==> src/verilog/eval_pkg.sv <==
package eval_pkg;

   // Piece type in bits 2:0 of a square, code 7 is unused
   typedef enum logic [2:0] {
      PIECE_EMPTY  = 3'd0,
      PIECE_PAWN   = 3'd1,
      PIECE_KNIGHT = 3'd2,
      PIECE_BISHOP = 3'd3,
      PIECE_ROOK   = 3'd4,
      PIECE_QUEEN  = 3'd5,
      PIECE_KING   = 3'd6
   } piece_t;

   localparam int PIECE_WIDTH = 4;                // Bit 3 is color, 1 = black
   localparam int BOARD_WIDTH = 64 * PIECE_WIDTH; // Square s at bits s*4 upward

   typedef logic [BOARD_WIDTH-1:0] board_t;

   typedef enum logic [2:0] {
      ST_IDLE,
      ST_WAIT_ATTACK,
      ST_WAIT_TERMS,
      ST_WAIT_TAPER,
      ST_WAIT_CLEAR
   } seq_state_t;

   localparam int PHASE_MAX         = 62;                                  // Clamp and divisor
   localparam int TAPER_SCALE_SHIFT = 20;
   localparam int TAPER_RECIP       = (1 << TAPER_SCALE_SHIFT) / PHASE_MAX; // 16912
   localparam int TAPER_LATENCY     = 6;                                   // Pipeline stages

   typedef logic [15:0] material_t;

   // Piece values indexed by piece_t, king and empty count zero
   localparam int unsigned MG_VALUE [8] = '{0, 100, 300, 310, 500, 900, 0, 0};
   localparam int unsigned EG_VALUE [8] = '{0, 120, 280, 300, 520, 950, 0, 0};

   // Pawn structure penalties
   localparam int unsigned DOUBLED_MG  = 10; // Per extra pawn on a file
   localparam int unsigned DOUBLED_EG  = 20;
   localparam int unsigned ISOLATED_MG = 15; // Per pawn with no friendly neighbor file
   localparam int unsigned ISOLATED_EG = 10;

endpackage

==> src/verilog/eval_term_if.sv <==
`timescale 1ns/1ps

interface eval_term_if import eval_pkg::*; #(
   parameter int EVAL_WIDTH = 16
) ();

   board_t                       board; // Captured board
   logic                         start; // One-cycle kick
   logic                         clear; // Drops valid
   logic signed [EVAL_WIDTH-1:0] mg;    // Middlegame score, white positive
   logic signed [EVAL_WIDTH-1:0] eg;    // Endgame score, white positive
   logic                         valid; // Held until clear

   modport seq (output board, start, clear, input mg, eg, valid);

   modport term (input board, start, clear, output mg, eg, valid);

endinterface

==> src/verilog/eval_sequencer.sv <==
`timescale 1ns/1ps

module eval_sequencer import eval_pkg::*; (
   input  logic     clk,
   input  logic     reset,
   input  logic     board_valid,
   input  logic     is_attacking_done,
   input  logic     clear_eval,
   input  board_t   board_in,
   eval_term_if.seq mat,
   eval_term_if.seq pawn,
   output board_t   board,
   output logic     eval_valid
);

   seq_state_t                           state;
   logic                                 board_valid_r; // Previous board_valid for edge detect
   logic                                 board_edge;
   logic                                 start_q;       // Start pulse to both terms
   logic [$clog2(TAPER_LATENCY)-1:0]     taper_count;   // Cycles spent waiting on the taper
   board_t                               board_q;       // Captured board

   assign board_edge = board_valid && !board_valid_r; // Rising edge only

   assign board      = board_q;
   assign mat.board  = board_q;
   assign pawn.board = board_q;
   assign mat.start  = start_q;
   assign pawn.start = start_q;
   assign mat.clear  = clear_eval; // Terms drop valid on the same clear
   assign pawn.clear = clear_eval;

   always_ff @(posedge clk)
   begin
      if (reset)
      begin
         state         <= ST_IDLE;
         board_valid_r <= 1'b0;
         start_q       <= 1'b0;
         eval_valid    <= 1'b0;
         taper_count   <= '0;
      end
      else
      begin
         board_valid_r <= board_valid;
         start_q       <= 1'b0; // Single cycle unless set below
         case (state)
            ST_IDLE:
               if (board_edge)
                  state <= ST_WAIT_ATTACK;
            ST_WAIT_ATTACK:
               if (is_attacking_done)
               begin
                  start_q <= 1'b1;
                  state   <= ST_WAIT_TERMS;
               end
            ST_WAIT_TERMS:
               if (mat.valid && pawn.valid)
               begin
                  taper_count <= '0;
                  state       <= ST_WAIT_TAPER;
               end
            ST_WAIT_TAPER:
            begin
               taper_count <= taper_count + 1'b1;
               if (taper_count == TAPER_LATENCY - 1) // Pipeline now holds final scores
               begin
                  eval_valid <= 1'b1;
                  state      <= ST_WAIT_CLEAR;
               end
            end
            ST_WAIT_CLEAR:
               if (clear_eval)
               begin
                  eval_valid <= 1'b0;
                  state      <= ST_IDLE;
               end
            default:
               state <= ST_IDLE;
         endcase
      end
   end

   // Board only taken on the edge while idle
   always_ff @(posedge clk)
   begin
      if (state == ST_IDLE && board_edge)
         board_q <= board_in;
   end

endmodule

==> src/flat_wrapper.sv <==
// flat-port wrapper written by rule: the top's interface ports become plain ports
module eval_sequencer_flat import eval_pkg::*;
  (clk, reset, board_valid, is_attacking_done, clear_eval, board_in, board, eval_valid, mat_board, mat_start, mat_clear, mat_mg, mat_eg, mat_valid, pawn_board, pawn_start, pawn_clear, pawn_mg, pawn_eg, pawn_valid);
  eval_term_if mat_i ();
  eval_term_if pawn_i ();
  input  logic clk;
  input  logic reset;
  input  logic board_valid;
  input  logic is_attacking_done;
  input  logic clear_eval;
  input  board_t board_in;
  output board_t board;
  output logic eval_valid;
  output wire logic [$bits(mat_i.board)-1:0] mat_board;
  output wire logic [$bits(mat_i.start)-1:0] mat_start;
  output wire logic [$bits(mat_i.clear)-1:0] mat_clear;
  input wire logic [$bits(mat_i.mg)-1:0] mat_mg;
  input wire logic [$bits(mat_i.eg)-1:0] mat_eg;
  input wire logic [$bits(mat_i.valid)-1:0] mat_valid;
  output wire logic [$bits(pawn_i.board)-1:0] pawn_board;
  output wire logic [$bits(pawn_i.start)-1:0] pawn_start;
  output wire logic [$bits(pawn_i.clear)-1:0] pawn_clear;
  input wire logic [$bits(pawn_i.mg)-1:0] pawn_mg;
  input wire logic [$bits(pawn_i.eg)-1:0] pawn_eg;
  input wire logic [$bits(pawn_i.valid)-1:0] pawn_valid;
  assign mat_board = mat_i.board;
  assign mat_start = mat_i.start;
  assign mat_clear = mat_i.clear;
  assign mat_i.mg = mat_mg;
  assign mat_i.eg = mat_eg;
  assign mat_i.valid = mat_valid;
  assign pawn_board = pawn_i.board;
  assign pawn_start = pawn_i.start;
  assign pawn_clear = pawn_i.clear;
  assign pawn_i.mg = pawn_mg;
  assign pawn_i.eg = pawn_eg;
  assign pawn_i.valid = pawn_valid;
  eval_sequencer u_core (.clk(clk), .reset(reset), .board_valid(board_valid), .is_attacking_done(is_attacking_done), .clear_eval(clear_eval), .board_in(board_in), .mat(mat_i), .pawn(pawn_i), .board(board), .eval_valid(eval_valid));
endmodule
==> config.mk <==
export PLATFORM = sky130hd
export DESIGN_NAME = eval_sequencer_flat
export DESIGN_NICKNAME = d
export VERILOG_FILES = /design/src/verilog/eval_pkg.sv /design/src/verilog/eval_term_if.sv /design/src/verilog/eval_sequencer.sv /design/src/flat_wrapper.sv
export SDC_FILE = /design/constraint.sdc
export NUM_CORES = 1
export LEC_CHECK = 0
export BUFFER_PORTS_ARGS = -buffer_cell sky130_fd_sc_hd__buf_2
export CORE_AREA = 5 5 425 427
export DETAILED_ROUTE_END_ITERATION = 10
export DIE_AREA = 0 0 430 432
export GPL_TIMING_DRIVEN = 0
export PLACE_DENSITY = 0.33
export RECOVER_POWER = 100
export SYNTH_ARGS = -nofsm -noshare
export SYNTH_HDL_FRONTEND = slang
export SYNTH_SLANG_ARGS = --single-unit
==> constraint.sdc <==
create_clock -name clk -period 29.2 [get_ports clk]
set_clock_uncertainty 0.15 [all_clocks]
set_input_delay 5.84 -clock clk [delete_from_list [all_inputs] [get_ports clk]]
set_output_delay 5.84 -clock clk [all_outputs]
set_load 0.02 [all_outputs]
==> summary.md, run 1 <==
| Metric | Value |
|---|---|
| Final min period | `12.35 ns` |
| Slew headroom | `0.208` |
| Synth cell types | `34` |
| Sequential share of the synthesized area | `0.653` |
| Clock slew at reported path FFs | `0.06 ns` |
| Global placer's final weighted congestion | `0.830` |
| Worst reg2reg setup slack | `21.73 ns` |
| Number of flops mapped to enable cells by yosys | `256` |
| Critical path launch point type | `input port` |
| CTS tree | `done` |
| Post-synthesis cell count | `822` |
| Post-Synthesis Cell Area | `12,100 µm²` |
| Crit path from | `clear_eval` |
| Pre-antenna DRT Iters | `6` |
| Placed insts | `4,220` |
| Max Cap Viol | `0` |
| Final Setup Violations | `0` |
| RSZ-0062 raised after global routing | `no` |
| CTS H-Tree Depth | `2` |
| Initial antenna violation count | `29` |
| CTS root buf | `clkbuf_16` |
| Clock buffer depth | `3` |
| Synth top area cells | `edfxtp_1 (64%), buf_4 (32%), dfxtp_1 (1.5%), ha_1 (0.21%), nor4bb_1 (0.17%)` |
| FF-to-FF Start | `u_core.state[0]` |
| Hold Violations, Final | `0` |
| Tcrit/Tclk final | `0.423` |
| Final setup margin | `16.85 ns` |
| Yosys top cell area share | `0.638` |
| Commonest non-fill, non-tap cell in the layout | `buf_2` |
| PostCTS Resize Cnt | `0` |
| WL/cell | `21.2 µm` |
| Ys flop type | `edfxtp_1` |
| Rows | `154` |
| Total negative slack | `0 ns` |
| Vias in the first global route | `10,100` |
| Setup crit end | `mat_clear` |
| Slew Limit Fails | `0` |
| Largest net degree at the start of global routing | `15` |
| Final std cells w/o fill | `4,293` |
| Clock sinks | `265` |
| DR vias | `10,000` |
| Final net count | `2,250` |
| WP data arrival | `6.36 ns` |
| Fraction of registers with async set/reset | `0` |
| Die width | `430 µm` |
| Syn. warnings | `0` |
| Core Region | `176,000 µm²` |
| Fin util | `0.119` |
| GR Util All Layers | `0.0912` |
| Iteration-0 DRC Markers | `425` |
| Total CTS buffers | `39` |
| Later-pin clock latency in the skew report | `0.60 ns` |
| Routed wire length | `90.9 mm` |
| Die footprint | `186,000 µm²` |
| Io pins | `1,100` |
| Initial Utilization | `0.0686` |
| Synth Net Count | `1,151` |
| Dpl hpwl | `81.0 mm` |
| Commonest cells after routing, fill and taps aside | `buf_2 (567), clkbuf_1 (521), clkbuf_4 (301), edfxtp_1 (256), buf_4 (191)` |
| Class of the worst hold path | `register to register` |
| Synth area leader | `edfxtp_1` |
| Synthesis-stage register bit count | `265` |
| Required @ worst endpoint | `23.21 ns` |
| VDD IR max | `0.0401 mV` |
| Routed Antenna Nets | `0` |
| Slew @ Worst Pin | `1.17 ns` |
| Peak Freq | `0.0810 GHz` |
| CP endpoint kind | `output pin` |
| First-pass GRT wire length | `110 mm` |
| Post-CTS setup repair buffer count | `0` |
| Fin Hold WS | `0.357 ns` |
| Area of the multi-input gates | `278 µm²` |
| FF-to-FF End | `u_core.board[142]` |
| Vias per cell | `2.34` |
| Area grow syn2layout | `72.8%` |
| # hold bufs at CTS | `0` |
| Layout cells sized above 1 | `0.575` |
| Synth Area per Inst | `14.7 µm²` |
| Class of the most critical setup path | `input port to output pin` |
| Power density over cell area | `83.3 nW/µm²` |
| I/O Buffers | `1,035` |
| DP Worst Slack | `16.96 ns` |
| Status | `finished, final reports clean` |
| Leakage | `0.00835 µW` |
| Grt total ovfl | `0` |
| Hold path cells | `2` |
| Height of the die | `432 µm` |
| Final-layout fill cell count | `20,400` |
| DRC viols | `0` |
| Worst r2r path cells | `12` |
| Reg area | `7870 µm²` |
| Worst-path fanout max | `4` |
[logic make-up after synthesis]
logic type               count (synthesis)  synth area share
buffers and inverters                  520             0.323
AND/OR/NAND/NOR                         19            0.0103
multiplexers                             1           0.00125
AO/OA/AOI/OAI                           15            0.0104
flip-flops                             265             0.653
adder cells (fa/ha/maj)                  2           0.00208
[layout make-up]
cell class              instances  share of cell area
diodes                          2            0.000240
clock buffers                  44              0.0478
plain buffers                 518               0.182
well taps                    2340               0.141
flip-flops and latches        265               0.378
repair buffers               1058               0.225
multi-input cells              37              0.0133
inverters                       2            0.000360
clock inverters                27              0.0129
[where the power goes]
part | internal (µW) | switching [µW]
clock | 282 | 203
combinational | 218 | 412
sequential | 508 | 112
[Yosys cell counts (2+ instances only)]
cell and n:
a21oi_1 2, buf_4 516, dfxtp_1 9, edfxtp_1 256
ha_1 2, inv_1 2, nand2_1 2, nor2_1 2
nor2b_1 3, nor4bb_1 2, o21ai_0 2, or3_1 2
[critical path, stage by stage]
cell and delay [ns]:
clkbuf_1 0.16, buf_4 0.14, clkbuf_1 0.22
[stage by stage]
step | power [µW] | area, µm²
global placement | 1380 | 20200
floorplan | 1000 | 12100
finish | 1730 | 20800
CTS | 1850 | 21800
detailed placement | 1340 | 20500
global route | 1830 | 20800
[metal layers]
layer	wire length, µm	track usage	up-vias
met1	32600	0.0965	4881
met4	2970	0.0295	2
met5	13	0	-
met2	45900	0.161	567
li1	-	-	4501
met3	9480	0.0417	95
[worst min path at each step]
stage,start,endpoint,slack (ns)
after global routing,u_core.eval_valid,u_core.eval_valid,0.39
after global placement,u_core.taper_count[1],u_core.taper_count[1],0.34
after CTS,u_core.taper_count[1],u_core.taper_count[1],0.36
after detailed placement,u_core.eval_valid,u_core.eval_valid,0.35
after floorplan,u_core.taper_count[1],u_core.taper_count[1],0.33
final,u_core.taper_count[1],u_core.taper_count[1],0.36
[registers in the layout, indices dropped and copies added, names as in the netlist]
name                  flops
u_core.board_valid_r      1
u_core.eval_valid         1
u_core.board            256
u_core.mat.start          1
u_core.taper_count        3
u_core.state              3
No activity file was read; power rests on OpenSTA's default activity.
==> run 2: changes to the inputs <==
--- a/config.mk
+++ b/config.mk
@@ -5,6 +5,7 @@
 export SDC_FILE = /design/constraint.sdc
 export NUM_CORES = 1
 export LEC_CHECK = 0
+export ABC_AREA = 1
 export BUFFER_PORTS_ARGS = -buffer_cell sky130_fd_sc_hd__buf_2
 export CORE_AREA = 5 5 425 427
 export DETAILED_ROUTE_END_ITERATION = 10
==> constraint.sdc (replaced) <==
create_clock -name clk -period 10.3 [get_ports clk]
set_clock_uncertainty 0.15 [all_clocks]
set_input_delay 2.06 -clock clk [delete_from_list [all_inputs] [get_ports clk]]
set_output_delay 2.06 -clock clk [all_outputs]
set_load 0.02 [all_outputs]
==> summary.md, run 2 <==
| Metric | Value |
|---|---|
| Clock buffer depth | `3 (unchanged)` |
| Post-Synthesis Cell Area | `12,000 µm² (was 12,100 µm²)` |
| Clock sinks | `265 (unchanged)` |
| Synth Net Count | `1,169 (was 1,151)` |
| Post-CTS setup repair buffer count | `0 (unchanged)` |
| CP endpoint kind | `register (was output pin)` |
| WL/cell | `21.0 µm (was 21.2 µm)` |
| Synthesis-stage register bit count | `265 (unchanged)` |
| Yosys top cell area share | `0.638 (about the same)` |
| Class of the most critical setup path | `input port to register (was input port to output pin)` |
| VDD IR max | `0.112 mV (was 0.0401 mV)` |
| Sequential share of the synthesized area | `0.653 (about the same)` |
| Crit path from | `board_valid (was clear_eval)` |
| Initial Utilization | `0.0685 (was 0.0686)` |
| Height of the die | `432 µm (unchanged)` |
| Reg area | `7870 µm² (unchanged)` |
| Sw frac | `0.415 (was 0.419)` |
| Combinational power share | `0.366 (was 0.363)` |
| Largest net degree at the start of global routing | `16 (was 15)` |
| DP Worst Slack | `5.40 ns (was 16.96 ns)` |
| Later-pin clock latency in the skew report | `0.60 ns (about the same)` |
| Fin Hold WS | `0.342 ns (was 0.357 ns)` |
| Post-synthesis cell count | `840 (was 822)` |
| Switch Pwr | `2010 µW (was 726 µW)` |
| Synth cell types | `21 (was 34)` |
| Largest register FFs | `256 (unchanged)` |
| Required @ worst endpoint | `10.37 ns (was 23.21 ns)` |
| FF-to-FF End | `u_core.board[103] (was u_core.board[142])` |
| Vias per cell | `2.34 (about the same)` |
| Number of flops mapped to enable cells by yosys | `256 (unchanged)` |
| Vias in the first global route | `10,100 (about the same)` |
| Die width | `430 µm (unchanged)` |
| Final net count | `2,267 (was 2,250)` |
| Most common cell in the synthesized netlist | `buf_4 (unchanged)` |
| DRC viols | `0 (unchanged)` |
| Area of the multi-input gates | `262 µm² (was 278 µm²)` |
| Worst reg2reg setup slack | `4.58 ns (was 21.73 ns)` |
| PostCTS Resize Cnt | `0 (unchanged)` |
| RSZ-0062 raised after global routing | `no (unchanged)` |
| Power density over cell area | `232 nW/µm² (was 83.3 nW/µm²)` |
| CTS H-Tree Depth | `2 (unchanged)` |
| CTS tree | `done (unchanged)` |
| Synth cell count leaders | `buf_4 (515), edfxtp_1 (256), nand2_1 (17) (was buf_4 (516), edfxtp_1 (256), dfxtp_1 (9))` |
| Grt total ovfl | `0 (unchanged)` |
| GR Util All Layers | `0.0910 (was 0.0912)` |
| Peak Freq | `0.145 GHz` |
| Clock power share | `0.274 (was 0.280)` |
| Tcrit/Tclk final | `0.671` |
| Final setup margin | `3.39 ns (was 16.85 ns)` |
| Die footprint | `186,000 µm² (unchanged)` |
| Seq pwr share | `0.360 (was 0.357)` |
| Dpl hpwl | `80.3 mm (was 81.0 mm)` |
| Commonest cells after routing, fill and taps aside | `buf_2 (579), clkbuf_1 (510), clkbuf_4 (297), edfxtp_1 (256), buf_4 (185) (was buf_2 (567), clkbuf_1 (521), clkbuf_4 (301), edfxtp_1 (256), buf_4 (191))` |
| Hold Violations, Final | `0 (unchanged)` |
| Leakage | `0.00841 µW (was 0.00835 µW)` |
| Routed wire length | `90.3 mm (was 90.9 mm)` |
| Initial antenna violation count | `27 (was 29)` |
| Routed Antenna Nets | `0 (unchanged)` |
| Final min period | `6.91 ns` |
| Slew Limit Fails | `0 (unchanged)` |
| Layout cells sized above 1 | `0.574 (was 0.575)` |
| Class of the worst hold path | `register to register (unchanged)` |
| Power Internal | `2830 µW (was 1010 µW)` |
| Total CTS buffers | `38 (was 39)` |
| Io pins | `1,100 (unchanged)` |
| Iteration-0 DRC Markers | `473 (was 425)` |
| Slew @ Worst Pin | `0.853 ns (was 1.17 ns)` |
| Worst-path fanout max | `14 (was 4)` |
| Syn. warnings | `0 (unchanged)` |
| Ys flop type | `edfxtp_1 (unchanged)` |
| Synth area leader | `edfxtp_1 (unchanged)` |
| Commonest non-fill, non-tap cell in the layout | `buf_2 (unchanged)` |
| Global placer's final weighted congestion | `0.830 (about the same)` |
| Fraction of registers with async set/reset | `0 (unchanged)` |
| Clock slew at reported path FFs | `0.06 ns (about the same)` |
| Total negative slack | `0 ns (unchanged)` |
| Pre-antenna DRT Iters | `4 (was 6)` |
| Final Setup Violations | `0 (unchanged)` |
| Core Region | `176,000 µm² (unchanged)` |
| # hold bufs at CTS | `0 (unchanged)` |
| CTS root buf | `clkbuf_16 (unchanged)` |
| Slew headroom | `0.431 (was 0.208)` |
| WP data arrival | `6.97 ns (was 6.36 ns)` |
| Total Power | `4840 µW (was 1730 µW)` |
| Status | `finished, final reports clean (unchanged)` |
| FF-to-FF Start | `u_core.state[2] (was u_core.state[0])` |
| Synth top area cells | `edfxtp_1 (64%), buf_4 (32%), dfxtp_1 (1.5%), nand2_1 (0.53%), inv_1 (0.31%) (was edfxtp_1 (64%), buf_4 (32%), dfxtp_1 (1.5%), ha_1 (0.21%), nor4bb_1 (0.17%))` |
| Final-layout fill cell count | `20,400 (about the same)` |
| Area grow syn2layout | `73.0% (was 72.8%)` |
| I/O Buffers | `1,035 (unchanged)` |
| Max Cap Viol | `0 (unchanged)` |
| Setup crit end | `u_core.board[103] (was mat_clear)` |
| Worst r2r path cells | `9 (was 12)` |
| Critical path launch point type | `input port (unchanged)` |
| Fin util | `0.119 (about the same)` |
| Rows | `154 (unchanged)` |
| DR vias | `10,100 (was 10,000)` |
| Synth Area per Inst | `14.3 µm² (was 14.7 µm²)` |
| First-pass GRT wire length | `109 mm (was 110 mm)` |
## run 2: cells by family (layout without fill, tap and decap cells)
family | count (synthesis) | in the layout | share of synthesized area
buffers and inverters | 526 | 1650 | 0.325
other | 0 | 2 | 0
AND/OR/NAND/NOR | 40 | 40 | 0.0162
AO/OA/AOI/OAI | 6 | 6 | 0.00291
adder cells (fa/ha/maj) | 2 | 2 | 0.00208
flip-flops | 265 | 265 | 0.653
XOR/XNOR | 1 | 1 | 0.000728
## run 2: worst max-delay path, stage by stage
cell and delay, ns:
clkbuf_1 0.15, nand2_4 0.06, nor4_1 0.57, clkbuf_1 0.64, clkbuf_1 0.68, clkbuf_1 0.64
clkbuf_1 0.69, clkbuf_1 0.58, buf_8 0.25, buf_8 0.17, clkbuf_1 0.44
## run 2: cell type report
class                           instances  area share
Antenna cell                            2    0.000240
Tap cell                             2340       0.141
Buffer                                516       0.180
Clock inverter                         22      0.0112
Sequential cell                       265       0.378
Timing Repair Buffer                 1058       0.229
Multi-Input combinational cell         49      0.0126
Inverter                               10     0.00180
Clock buffer                           44      0.0467
## run 2: worst min-delay path by stage
stage / start / endpoint / slack [ns] / cells after the start
CTS: u_core.eval_valid / u_core.eval_valid / 0.35 / 2
global route: u_core.taper_count[0] / u_core.taper_count[0] / 0.38 / 2
detailed placement: u_core.eval_valid / u_core.eval_valid / 0.33 / 2
global placement: u_core.eval_valid / u_core.eval_valid / 0.33 / 2
floorplan: u_core.taper_count[1] / u_core.taper_count[1] / 0.30 / 2
finish: u_core.eval_valid / u_core.eval_valid / 0.34 / 2
## run 2: per-layer routing
layer  global-route usage  up-vias  wire length, µm
li1                     -     4507                -
met5                    0        -                0
met3               0.0351       74             8860
met4               0.0201        0             2060
met2                0.166      545            46800
met1               0.0998     4955            32600
## run 2: per-stage QoR
step	instance area (µm²)	std cells
global placement	20200	4215
detailed placement	20500	4238
floorplan	12100	840
finish	20800	4306
global route	20800	4305
CTS	21700	4304
## run 2: power groups by stage
stage	clock [µW]	sequential [µW]	combinational, µW
final	1330	1740	1770
after floorplan	0	1830	951
after global routing	1450	1770	1890
after detailed placement	0	1780	1960
after global placement	0	1910	1890
after CTS	1420	1760	1970
==> run 3: changes to the inputs <==
==> constraint.sdc (replaced) <==
create_clock -name clk -period 6.3 [get_ports clk]
set_clock_uncertainty 0.15 [all_clocks]
set_input_delay 1.26 -clock clk [delete_from_list [all_inputs] [get_ports clk]]
set_output_delay 1.26 -clock clk [all_outputs]
set_load 0.02 [all_outputs]
==> summary.md, run 3 (synthesis results as in run 2) <==
| Metric | Value |
|---|---|
| Tcrit/Tclk final | `0.732` |
| Height of the die | `432 µm (unchanged)` |
| Die footprint | `186,000 µm² (unchanged)` |
| Total CTS buffers | `38 (unchanged)` |
| VDD IR max | `0.183 mV (was 0.112 mV)` |
| FF-to-FF Start | `u_core.state[2] (unchanged)` |
| Rows | `154 (unchanged)` |
| Io pins | `1,100 (unchanged)` |
| Final net count | `2,267 (unchanged)` |
| Switch Pwr | `3280 µW (was 2010 µW)` |
| Slew Limit Fails | `0 (unchanged)` |
| CTS root buf | `clkbuf_16 (unchanged)` |
| CTS H-Tree Depth | `2 (unchanged)` |
| CP endpoint kind | `register (unchanged)` |
| Worst-path fanout max | `14 (unchanged)` |
| Final min period | `4.61 ns` |
| Required @ worst endpoint | `6.36 ns (was 10.37 ns)` |
| PostCTS Resize Cnt | `0 (unchanged)` |
| RSZ-0062 raised after global routing | `no (unchanged)` |
| Hold path cells | `2 (unchanged)` |
| Hold path start | `u_core.eval_valid (unchanged)` |
| # hold bufs at CTS | `0 (unchanged)` |
| Final setup margin | `1.69 ns (was 3.39 ns)` |
| Clock slew at reported path FFs | `0.06 ns (about the same)` |
| Post-CTS setup repair buffer count | `0 (unchanged)` |
| Worst r2r path cells | `10 (was 9)` |
| Status | `finished, final reports clean (unchanged)` |
| Initial antenna violation count | `27 (unchanged)` |
| WP depth | `12 (was 11)` |
| CTS tree | `done (unchanged)` |
| Final Setup Violations | `0 (unchanged)` |
| Clock buffer depth | `3 (unchanged)` |
| Largest net degree at the start of global routing | `16 (unchanged)` |
| Vias per cell | `2.34 (about the same)` |
| Fin Hold WS | `0.343 ns (was 0.342 ns)` |
| Worst Path Buf+Inv | `10 (was 9)` |
| DR vias | `10,100 (about the same)` |
| Max Cap Viol | `0 (unchanged)` |
| DRC viols | `0 (unchanged)` |
| Layout cells sized above 1 | `0.577 (was 0.574)` |
| Iteration-0 DRC Markers | `444 (was 473)` |
| Critical-path top delay cell | `clkbuf_1 (unchanged)` |
| Commonest cells after routing, fill and taps aside | `buf_2 (579), clkbuf_1 (504), clkbuf_4 (297), edfxtp_1 (256), buf_4 (185) (was buf_2 (579), clkbuf_1 (510), clkbuf_4 (297), edfxtp_1 (256), buf_4 (185))` |
| Core Region | `176,000 µm² (unchanged)` |
| Power Internal | `4650 µW (was 2830 µW)` |
| Peak Freq | `0.217 GHz` |
| Area grow syn2layout | `73.4% (was 73.0%)` |
| CP delay by family, top | `buffers and inverters (unchanged)` |
| Grt total ovfl | `0 (unchanged)` |
| Dpl hpwl | `80.3 mm (unchanged)` |
| Commonest non-fill, non-tap cell in the layout | `buf_2 (unchanged)` |
| Routed wire length | `90.3 mm (about the same)` |
| Critical path launch point type | `input port (unchanged)` |
| Initial Utilization | `0.0685 (unchanged)` |
| Clock sinks | `265 (unchanged)` |
| DP Worst Slack | `2.20 ns (was 5.40 ns)` |
| Most Frequent Cell on Critical Path | `buf_8 (was clkbuf_1)` |
| First-pass GRT wire length | `109 mm (unchanged)` |
| Global placer's final weighted congestion | `0.830 (unchanged)` |
| Vias in the first global route | `10,100 (unchanged)` |
| Clock power share | `0.274 (about the same)` |
| WL/cell | `21.0 µm (about the same)` |
| Worst path max stage delay | `0.68 ns (was 0.69 ns)` |
| Die width | `430 µm (unchanged)` |
| Routed Antenna Nets | `0 (unchanged)` |
| Total negative slack | `0 ns (unchanged)` |
| Class of the worst hold path | `register to register (unchanged)` |
| Hold Violations, Final | `0 (unchanged)` |
| Class of the most critical setup path | `input port to register (unchanged)` |
| Largest register FFs | `256 (unchanged)` |
| Pre-antenna DRT Iters | `4 (unchanged)` |
| Leakage | `0.00844 µW (was 0.00841 µW)` |
| Seq pwr share | `0.358 (was 0.360)` |
| WP data arrival | `4.68 ns (was 6.97 ns)` |
| I/O Buffers | `1,035 (unchanged)` |
| Later-pin clock latency in the skew report | `0.60 ns (about the same)` |
| Slew @ Worst Pin | `0.855 ns (was 0.853 ns)` |
| GR Util All Layers | `0.0910 (unchanged)` |
| Power density over cell area | `380 nW/µm² (was 232 nW/µm²)` |
| Crit path from | `board_valid (unchanged)` |
| Critical path cell sequence | `clkbuf_1, nand2_4, nor4_1, clkbuf_1, buf_8, buf_6, buf_6, buf_8, buf_8, buf_8, buf_6, clkbuf_1 (was clkbuf_1, nand2_4, nor4_1, clkbuf_1, clkbuf_1, clkbuf_1, clkbuf_1, clkbuf_1, buf_8, buf_8, clkbuf_1)` |
| Sw frac | `0.414 (was 0.415)` |
| Slew headroom | `0.430 (was 0.431)` |
| Final-layout fill cell count | `20,400 (about the same)` |
| Combinational power share | `0.368 (was 0.366)` |
## run 3: changes by cell type in the layout (fill, tap and decap cells not counted), sizes merged
| cell | change |
|---|---|
| clkbuf | -6 |
| buf | +6 |
## run 3: final timing paths
kind	slack [ns]	to
max	1.69	u_core.board[251]
min	0.34	u_core.eval_valid
max reg2reg	2.08	u_core.board[251]
min reg2reg	0.34	u_core.eval_valid
## run 3: cell type report
type	instances	area, µm²	share of cell area
antenna	2	5.00	0.000240
buffer	516	3750	0.179
clock buffer	44	973	0.0466
clock inverter	22	234	0.0112
inverter	10	37.5	0.00180
multi-input combinational	49	259	0.0124
sequential	265	7870	0.377
tap	2340	2930	0.140
timing repair buffer	1058	4830	0.231
## run 3: power groups by stage
stage / combinational, µW / clock, µW / sequential (µW)
2_1_floorplan: 1550 / 0 / 2990
3_3_place_gp: 3090 / 0 / 3120
3_5_place_dp: 3210 / 0 / 2900
4_1_cts: 3210 / 2330 / 2880
5_1_grt: 3120 / 2370 / 2890
6_report: 2920 / 2170 / 2840
## run 3: per-layer routing
metal	track usage	wire length [µm]	part of all wire	vias up
li1	-	-	-	4510
met1	0.0998	32600	0.36	4950
met2	0.166	46900	0.52	539
met3	0.0351	8760	0.097	74
met4	0.0201	2060	0.023	0
met5	0	0	0	-
## run 3: per-stage QoR
| step | power (µW) | area, µm² | instances | utilization |
|---|---|---|---|---|
| floorplan | 4550 | 12100 | 840 | - |
| global placement | 6210 | 20200 | 4215 | 0.115 |
| detailed placement | 6110 | 20500 | 4238 | 0.116 |
| CTS | 8420 | 21700 | 4304 | 0.123 |
| global route | 8380 | 20900 | 4305 | 0.119 |
| finish | 7930 | 20900 | 4306 | 0.119 |
## run 3: worst register-to-register path, delay by kind of cell (launching register included)
family                 cells  cell delay (ns)
buffers and inverters      9             2.64
AND/OR/NAND/NOR            1             0.65
flip-flops                 1             0.40
